**src/dcachePkg.sv**
```systemverilog
package dcachePkg;

    localparam int WORD_W      = 32;
    localparam int IDX_W       = 3;
    localparam int NUM_SETS    = 1 << IDX_W;
    localparam int NUM_WAYS    = 2;
    localparam int BLK_WORDS   = 2;
    localparam int TAG_W       = 32 - IDX_W - 1 - 2;  // minus block and byte offset
    localparam int FLUSH_STEPS = NUM_SETS * NUM_WAYS * BLK_WORDS;

    // word address as seen by the cache
    typedef struct packed {
        logic [TAG_W-1:0] tag;
        logic [IDX_W-1:0] idx;
        logic             blkOff;
        logic [1:0]       bytOff;
    } dAddr_t;

    typedef struct packed {
        logic                             valid;
        logic                             dirty;
        logic [TAG_W-1:0]                 tag;
        logic [BLK_WORDS-1:0][WORD_W-1:0] data;
    } frame_t;

    typedef struct packed {
        logic              read;
        logic              write;
        dAddr_t            addr;
        logic [WORD_W-1:0] storeData;
    } cpuReq_t;

    typedef struct packed {
        logic              hit;
        logic [WORD_W-1:0] loadData;
        logic              flushed;
    } cpuRsp_t;

    typedef struct packed {
        logic              ren;
        logic              wen;
        dAddr_t            addr;
        logic [WORD_W-1:0] storeData;
    } memReq_t;

    typedef struct packed {
        logic              busy;      // request held while high
        logic [WORD_W-1:0] loadData;
    } memRsp_t;

    // partial update of one way of one set
    typedef struct packed {
        logic                             en;
        logic [IDX_W-1:0]                 idx;
        logic                             way;
        logic [BLK_WORDS-1:0]             wordEn;
        logic [BLK_WORDS-1:0][WORD_W-1:0] data;
        logic                             setValid;  // also loads the tag
        logic                             clrValid;
        logic                             setDirty;
        logic                             clrDirty;
        logic [TAG_W-1:0]                 tag;
    } frameWr_t;

    typedef enum logic [2:0] {
        idle,
        writeBack0,
        writeBack1,
        fill0,
        fill1,
        flushing,
        flushed
    } ctlState_t;

endpackage
```
**src/dcache.sv**
```systemverilog
module dcache
    import dcachePkg::*;
(
    input  logic     CLK,
    input  logic     nRST,
    input  cpuReq_t  cpuReq,
    input  logic     halt,
    output cpuRsp_t  cpuRsp,
    output memReq_t  memReq,
    input  memRsp_t  memRsp
);

    frame_t [NUM_WAYS-1:0] setFrames;
    frame_t                flushFrame;
    frame_t                victimFrame;
    frameWr_t              wr;
    logic [4:0]            flushSlot;
    logic [NUM_SETS-1:0]   lru;
    logic [WORD_W-1:0]     word;
    logic                  hit;
    logic                  hitWay;
    logic                  victimWay;
    logic                  lruEn;
    logic                  lruWay;
    logic                  clearAll;

    dcacheFrames frames (
        .CLK        (CLK),
        .nRST       (nRST),
        .rdIdx      (cpuReq.addr.idx),
        .setFrames  (setFrames),
        .flushSlot  (flushSlot),
        .flushFrame (flushFrame),
        .wr         (wr),
        .lruEn      (lruEn),
        .lruIdx     (cpuReq.addr.idx),  // hits only touch the requested set
        .lruWay     (lruWay),
        .lru        (lru),
        .clearAll   (clearAll)
    );

    dcacheLookup lookup (
        .req         (cpuReq),
        .setFrames   (setFrames),
        .lruBit      (lru[cpuReq.addr.idx]),
        .hit         (hit),
        .hitWay      (hitWay),
        .victimWay   (victimWay),
        .victimFrame (victimFrame),
        .word        (word)
    );

    dcacheControl control (
        .CLK         (CLK),
        .nRST        (nRST),
        .req         (cpuReq),
        .halt        (halt),
        .hit         (hit),
        .hitWay      (hitWay),
        .victimWay   (victimWay),
        .victimFrame (victimFrame),
        .word        (word),
        .flushFrame  (flushFrame),
        .flushSlot   (flushSlot),
        .rsp         (cpuRsp),
        .memReq      (memReq),
        .memRsp      (memRsp),
        .wr          (wr),
        .lruEn       (lruEn),
        .lruWay      (lruWay),
        .clearAll    (clearAll)
    );

endmodule

```
**src/dcacheControl.sv**
```systemverilog
module dcacheControl
    import dcachePkg::*;
(
    input  logic               CLK,
    input  logic               nRST,
    input  cpuReq_t            req,
    input  logic               halt,
    input  logic               hit,
    input  logic               hitWay,
    input  logic               victimWay,
    input  frame_t             victimFrame,
    input  logic [WORD_W-1:0]  word,
    input  frame_t             flushFrame,
    output logic [4:0]         flushSlot,
    output cpuRsp_t            rsp,
    output memReq_t            memReq,
    input  memRsp_t            memRsp,
    output frameWr_t           wr,
    output logic               lruEn,
    output logic               lruWay,
    output logic               clearAll
);

    ctlState_t state, nextState;

    logic reqValid;
    logic slotDirty;
    logic slotDone;
    logic wordSel;  // block offset of the word in flight

    assign reqValid  = req.read || req.write;
    assign slotDirty = flushFrame.valid && flushFrame.dirty;
    assign slotDone  = !slotDirty || !memRsp.busy;  // clean slots take one cycle
    assign wordSel   = (state == writeBack1) || (state == fill1);

    always_ff @(posedge CLK, negedge nRST) begin
        if (!nRST) begin
            state     <= idle;
            flushSlot <= '0;
        end else begin
            state <= nextState;
            if (state == flushing && slotDone) begin
                flushSlot <= flushSlot + 5'd1;
            end
        end
    end

    always_comb begin
        nextState = state;
        case (state)
            idle: begin
                if (halt) begin
                    nextState = flushing;  // halt wins over a pending request
                end else if (reqValid && !hit) begin
                    if (victimFrame.valid && victimFrame.dirty) begin
                        nextState = writeBack0;
                    end else begin
                        nextState = fill0;
                    end
                end
            end
            writeBack0: begin
                if (!memRsp.busy) begin
                    nextState = writeBack1;
                end
            end
            writeBack1: begin
                if (!memRsp.busy) begin
                    nextState = fill0;
                end
            end
            fill0: begin
                if (!memRsp.busy) begin
                    nextState = fill1;
                end
            end
            fill1: begin
                if (!memRsp.busy) begin
                    nextState = idle;  // request hits next cycle
                end
            end
            flushing: begin
                if (slotDone && flushSlot == 5'(FLUSH_STEPS - 1)) begin
                    nextState = flushed;
                end
            end
            flushed: nextState = flushed;  // only reset leaves
            default: nextState = idle;
        endcase
    end

    always_comb begin
        rsp.hit      = 1'b0;
        rsp.loadData = word;
        rsp.flushed  = (state == flushed);
        memReq       = '0;
        wr           = '0;
        wr.idx       = req.addr.idx;
        wr.way       = victimWay;
        wr.tag       = req.addr.tag;
        lruEn        = 1'b0;
        lruWay       = hitWay;
        clearAll     = (state == flushed);

        case (state)
            idle: begin
                if (!halt && reqValid && hit) begin
                    rsp.hit = 1'b1;
                    lruEn   = 1'b1;
                    if (req.write) begin
                        wr.en                       = 1'b1;
                        wr.way                      = hitWay;
                        wr.wordEn[req.addr.blkOff]  = 1'b1;
                        wr.data[req.addr.blkOff]    = req.storeData;
                        wr.setDirty                 = 1'b1;
                    end
                end
            end
            writeBack0, writeBack1: begin
                // victim block goes back under its own tag
                memReq.wen       = 1'b1;
                memReq.addr      = '{tag: victimFrame.tag, idx: req.addr.idx,
                                     blkOff: wordSel, bytOff: 2'b00};
                memReq.storeData = victimFrame.data[wordSel];
            end
            fill0, fill1: begin
                memReq.ren            = 1'b1;
                memReq.addr           = '{tag: req.addr.tag, idx: req.addr.idx,
                                          blkOff: wordSel, bytOff: 2'b00};
                wr.en                 = !memRsp.busy;
                wr.wordEn[wordSel]    = 1'b1;
                wr.data[wordSel]      = memRsp.loadData;
                if (state == fill0) begin
                    wr.clrValid = 1'b1;  // block is half old, half new
                    wr.clrDirty = 1'b1;
                end else begin
                    wr.setValid = 1'b1;
                    wr.setDirty = req.write;
                end
            end
            flushing: begin
                if (slotDirty) begin
                    memReq.wen       = 1'b1;
                    memReq.addr      = '{tag: flushFrame.tag, idx: flushSlot[3:1],
                                         blkOff: flushSlot[0], bytOff: 2'b00};
                    memReq.storeData = flushFrame.data[flushSlot[0]];
                end
            end
            default: ;
        endcase
    end

endmodule

```
**src/dcacheLookup.sv**
```systemverilog
module dcacheLookup
    import dcachePkg::*;
(
    input  cpuReq_t                req,
    input  frame_t [NUM_WAYS-1:0]  setFrames,
    input  logic                   lruBit,
    output logic                   hit,
    output logic                   hitWay,
    output logic                   victimWay,
    output frame_t                 victimFrame,
    output logic [WORD_W-1:0]      word
);

    logic [NUM_WAYS-1:0] match;
    logic [NUM_WAYS-1:0] free;

    // tag compare on both ways
    always_comb begin
        for (int w = 0; w < NUM_WAYS; w++) begin
            match[w] = setFrames[w].valid && (setFrames[w].tag == req.addr.tag);
            free[w]  = !setFrames[w].valid;
        end
    end

    assign hit    = |match;
    assign hitWay = match[1];  // way 0 otherwise

    // an empty way is filled before anything gets evicted
    always_comb begin
        if (free[0]) begin
            victimWay = 1'b0;
        end else if (free[1]) begin
            victimWay = 1'b1;
        end else begin
            victimWay = lruBit;
        end
    end

    assign victimFrame = setFrames[victimWay];

    // word at the block offset of the matching way
    assign word = setFrames[hitWay].data[req.addr.blkOff];

endmodule

```
**src/dcacheFrames.sv**
```systemverilog
module dcacheFrames
    import dcachePkg::*;
(
    input  logic                        CLK,
    input  logic                        nRST,
    input  logic [IDX_W-1:0]            rdIdx,
    output frame_t [NUM_WAYS-1:0]       setFrames,
    input  logic [4:0]                  flushSlot,
    output frame_t                      flushFrame,
    input  frameWr_t                    wr,
    input  logic                        lruEn,
    input  logic [IDX_W-1:0]            lruIdx,
    input  logic                        lruWay,
    output logic [NUM_SETS-1:0]         lru,
    input  logic                        clearAll
);

    // state bits per set and way
    logic [NUM_SETS-1:0][NUM_WAYS-1:0] valid;
    logic [NUM_SETS-1:0][NUM_WAYS-1:0] dirty;

    // payload
    logic [TAG_W-1:0]                 tags [NUM_SETS][NUM_WAYS];
    logic [BLK_WORDS-1:0][WORD_W-1:0] data [NUM_SETS][NUM_WAYS];

    function automatic frame_t frameAt(input logic [IDX_W-1:0] s, input logic w);
        frame_t f;
        f.valid = valid[s][w];
        f.dirty = dirty[s][w];
        f.tag   = tags[s][w];
        f.data  = data[s][w];
        return f;
    endfunction

    always_ff @(posedge CLK, negedge nRST) begin
        if (!nRST) begin
            valid <= '0;
            dirty <= '0;
            lru   <= '0;
        end else if (clearAll) begin
            valid <= '0;
            dirty <= '0;
            lru   <= '0;
        end else begin
            if (wr.en) begin
                if (wr.setValid) begin
                    valid[wr.idx][wr.way] <= 1'b1;
                end else if (wr.clrValid) begin
                    valid[wr.idx][wr.way] <= 1'b0;
                end
                if (wr.setDirty) begin
                    dirty[wr.idx][wr.way] <= 1'b1;
                end else if (wr.clrDirty) begin
                    dirty[wr.idx][wr.way] <= 1'b0;
                end
            end
            if (lruEn) begin
                lru[lruIdx] <= ~lruWay;  // other way becomes the victim
            end
        end
    end

    always_ff @(posedge CLK) begin
        if (clearAll) begin
            for (int s = 0; s < NUM_SETS; s++) begin
                for (int w = 0; w < NUM_WAYS; w++) begin
                    tags[s][w] <= '0;
                    data[s][w] <= '0;
                end
            end
        end else if (wr.en) begin
            if (wr.setValid) begin
                tags[wr.idx][wr.way] <= wr.tag;
            end
            for (int i = 0; i < BLK_WORDS; i++) begin
                if (wr.wordEn[i]) begin
                    data[wr.idx][wr.way][i] <= wr.data[i];
                end
            end
        end
    end

    // combinational read ports
    always_comb begin
        for (int w = 0; w < NUM_WAYS; w++) begin
            setFrames[w] = frameAt(rdIdx, 1'(w));
        end
        flushFrame = frameAt(flushSlot[3:1], flushSlot[4]);  // bit 4 picks the way
    end

endmodule

```
**config.mk**
```make
export PLATFORM = sky130hd
export DESIGN_NAME = dcache
export DESIGN_NICKNAME = d
export VERILOG_FILES = /design/src/dcachePkg.sv /design/src/dcache.sv /design/src/dcacheControl.sv /design/src/dcacheLookup.sv /design/src/dcacheFrames.sv
export SDC_FILE = /design/constraint.sdc
export NUM_CORES = 2
export LEC_CHECK = 0
export BUFFER_PORTS_ARGS = -buffer_cell sky130_fd_sc_hd__buf_2
export CAP_MARGIN = 20
export CORE_MARGIN = 5
export CORE_UTILIZATION = 52
export DETAILED_ROUTE_END_ITERATION = 10
export PLACE_DENSITY = 0.68
export SYNTH_ARGS = -nofsm -noshare
export SYNTH_HDL_FRONTEND = slang
export SYNTH_SLANG_ARGS = --single-unit
```
**constraint.sdc**
```tcl
create_clock -name CLK -period 11.16 [get_ports CLK]
set_clock_uncertainty 0.15 [all_clocks]
set_input_delay 1.116 -clock CLK [delete_from_list [all_inputs] [get_ports CLK]]
set_output_delay 1.116 -clock CLK [all_outputs]
set_load 0.01 [all_outputs]
```
==> impl_metrics.toml <==
[final_layout]
syn2layout_area_growth_pct = 10.5
drive_gt1_share_pct = 24.0
layout.nets = 6004
register_area_um2 = 44500
multi_input_area_um2 = 33000
fillers = 12000
final_util_pct = 57.9

[yosys]
ys_seq_area_share_pct = 55.8
synth-simple-area-share_pct = 12.2
netlist.area_leader.share_pct = 54.3
synth_cell_type_count = 70
yosysTopAreaCell = "edfxtp_1"
synthMuxAreaShare_pct = 20.4
synth-edff-count = 1440
ys_seq_elements = 1488
syn_inst = 5996
synth_area_leaders = "edfxtp_1 (54%), mux4_2 (16%), nor2_1 (4.6%), mux2i_1 (2.9%), a22oi_1 (2.8%)"
synth_ff_type = "edfxtp_1"
synthXorXnorAreaFrac_pct = 0.550
synth.most_common_cell = "edfxtp_1"
synth_common_cells = "edfxtp_1 (1440), nor2_1 (969), mux4_2 (570)"
async_flop_share_pct = 3.23
synth_compound_area_share_pct = 7.46
avgSynthCellArea_um2 = 13.3
synth_top_family_by_area = "multiplexers"
synthAdderAreaFrac_pct = 0.0314
netlist_area_um2 = 79600
ys_warn_count = 0

[sta]
max_slew_margin_pct = 17.8
fin_crit_sh_pct = 71.1
holdWs_ps = 76.9
fin_setup_tns_ps = 0
rsz0062_at_grt = "no"
period_minus_slack_ps = 7940
setup_violations = 0
finalHoldViolations = 0
fmax_mhz = 126
worst_pin_slew_ps = 1230
slew_violations = 0

[global_route]
grt_pass1_vias = 58600
grt-ovfl-total = 0
grt_first_pass_wirelength_um = 428000
grtUsageTotal_pct = 36.8
antenna_found_initial = 12
grt_max_degree = 106

[placed_design]
io_buffers = 197
dp_hpwl_um = 173000
gp_congestion = 0.934

[worst_setup_path]
worstPathArrival_ps = 8250
worstSetupEndpointType = "flip-flop"
path_max_fanout = 105
worstSetupStartpointType = "input pin"
critical_path_class = "in2reg"
rr_startpoint = "frames.tags[3][37]$_SDFFCE_PN0P_"
cp.required_ps = 11480
crit_path_start = "cpuReq[35]"

[cts]
tritoncts = "done"
cts_buffers = 161
clk_pin_slew_ps = 60
cts_hold_buffers = 0
clockBufferDepth = 3
htreeDepth = 4
cts_root_buf = "clkbuf_16"
clk_latency_ps = 830
cts_setup_buffers = 0
ctsResizeCount = 0
clock-sinks = 1488

[power_and_ir_drop]
power_density_nw_per_um2 = 266
ir_drop_mv = 0.203
leakage_nw = 28.4

[die]
ios = 202
die_width_um = 401
core-area_um2 = 152000
fp-row-count = 143
dieArea_um2 = 161000
start_util_pct = 52.4
dieHeight_um = 401

[drt]
m1WireLength_um = 100000
via_per_inst = 7.42
drcViolationCount = 0
top_layer = "met5"
drtIter0Drc = 10500
drtPass1Iterations = 9
num_vias = 59900
wl_met3_um = 50900
met2_length_um = 128000
postRouteAntennaNets = 0
wl_per_cell_um = 37.6
wirelength_um = 303000

[job]
maxCapViolCount = 0

[status]
status = "complete, no violations"

[min_path]
holdCritPathClass = "in2async"
==> layer usage <==
| metal | track usage [%] | vias up |
|---|---|---|
| met4 | 23.1 | 11 |
| met5 | 0.238 | - |
| li1 | - | 23200 |
| met3 | 13.6 | 1238 |
| met1 | 48.1 | 29600 |
| met2 | 52.3 | 5843 |
==> cell families after synthesis <==
family          after synthesis
xor+xnor                     50
simple gates               2052
flops                      1488
buf+inv                     684
fa+ha+maj                     2
other cells                   1
compound gates              824
mux                         895
==> cell usage in the layout (no fill, tap or decap), types with 75 or more instances in the layout <==
master     synthesis  layout
buf_4             17     196
nor2_1           969     951
nor3_1           347     340
and2_1           345     340
a221oi_1          75      75
a22oi_1          298     298
mux2i_1          230     230
nand2_1          152     113
mux4_2           570     570
mux2_2            93      93
buf_2            142     193
edfxtp_1        1440    1440
clkbuf_16          0     162
a21oi_1           98      97
o21ai_0          112     100
==> cell type report <==
type	instances	share of cell area [%]
Sequential cell	1488	50.5
Multi-Input combinational cell	3825	37.5
Clock buffer	196	4.76
Timing Repair Buffer	405	3.11
Tap cell	2030	2.89
Clock inverter	97	1.12
Inverter	19	0.0867
Antenna cell	7	0.0199
==> power breakdown <==
| group | total, mW | switching (mW) | internal [mW] |
|---|---|---|---|
| Clock | 5.35 | 2.34 | 3.02 |
| Sequential | 9.13 | 0.889 | 8.24 |
| Combinational | 8.95 | 5.63 | 3.31 |
==> worst max-delay path, stage by stage <==
cell	delay (ps)
buf_8	590
buf_12	640
mux2_2	410
o22ai_1	260
o21ai_0	240
a2111oi_0	630
nor3b_2	570
a31oi_1	370
o31ai_4	860
nand3_4	780
nand2_2	1120
buf_4	500
==> flip-flops by register name, indices dropped and copies added (netlist names) <==
| name | flops |
|---|---|
| control.state | 3 |
| frames.lru | 8 |
| frames.tags | 416 |
| frames.data | 1024 |
| frames.dirty | 16 |
| frames.valid | 16 |
| control.flushSlot | 5 |
==> per-stage QoR <==
stage          power, mW  setup slack [ps]  instance area [µm²]  std cells
5_1_grt             23.9              3150                88000       8060
3_3_place_gp        17.6              2650                82600       7758
6_report            23.4              3220                88000       8067
2_1_floorplan       14.2              4220                79600       5997
4_1_cts             23.0              3450                87900       8054
3_5_place_dp        17.8              2670                82700       7761
==> worst paths after layout <==
check | cells after the start | end | slack [ps]
min in group CLK | 1 | frames.valid[1]$_DFFE_PN0P_ | 380
max | 12 | frames.data[7][77]$_SDFFCE_PN0P_ | 3220
min reg2reg | 1 | frames.valid[1]$_DFFE_PN0P_ | 380
min | 1 | control.state[1]$_DFFE_PN0P_ | 80
max in group asynchronous | 2 | frames.valid[7]$_DFFE_PN0P_ | 10260
max reg2reg | 11 | frames.data[7][77]$_SDFFCE_PN0P_ | 4230
Power figures use the tool's default switching activity.
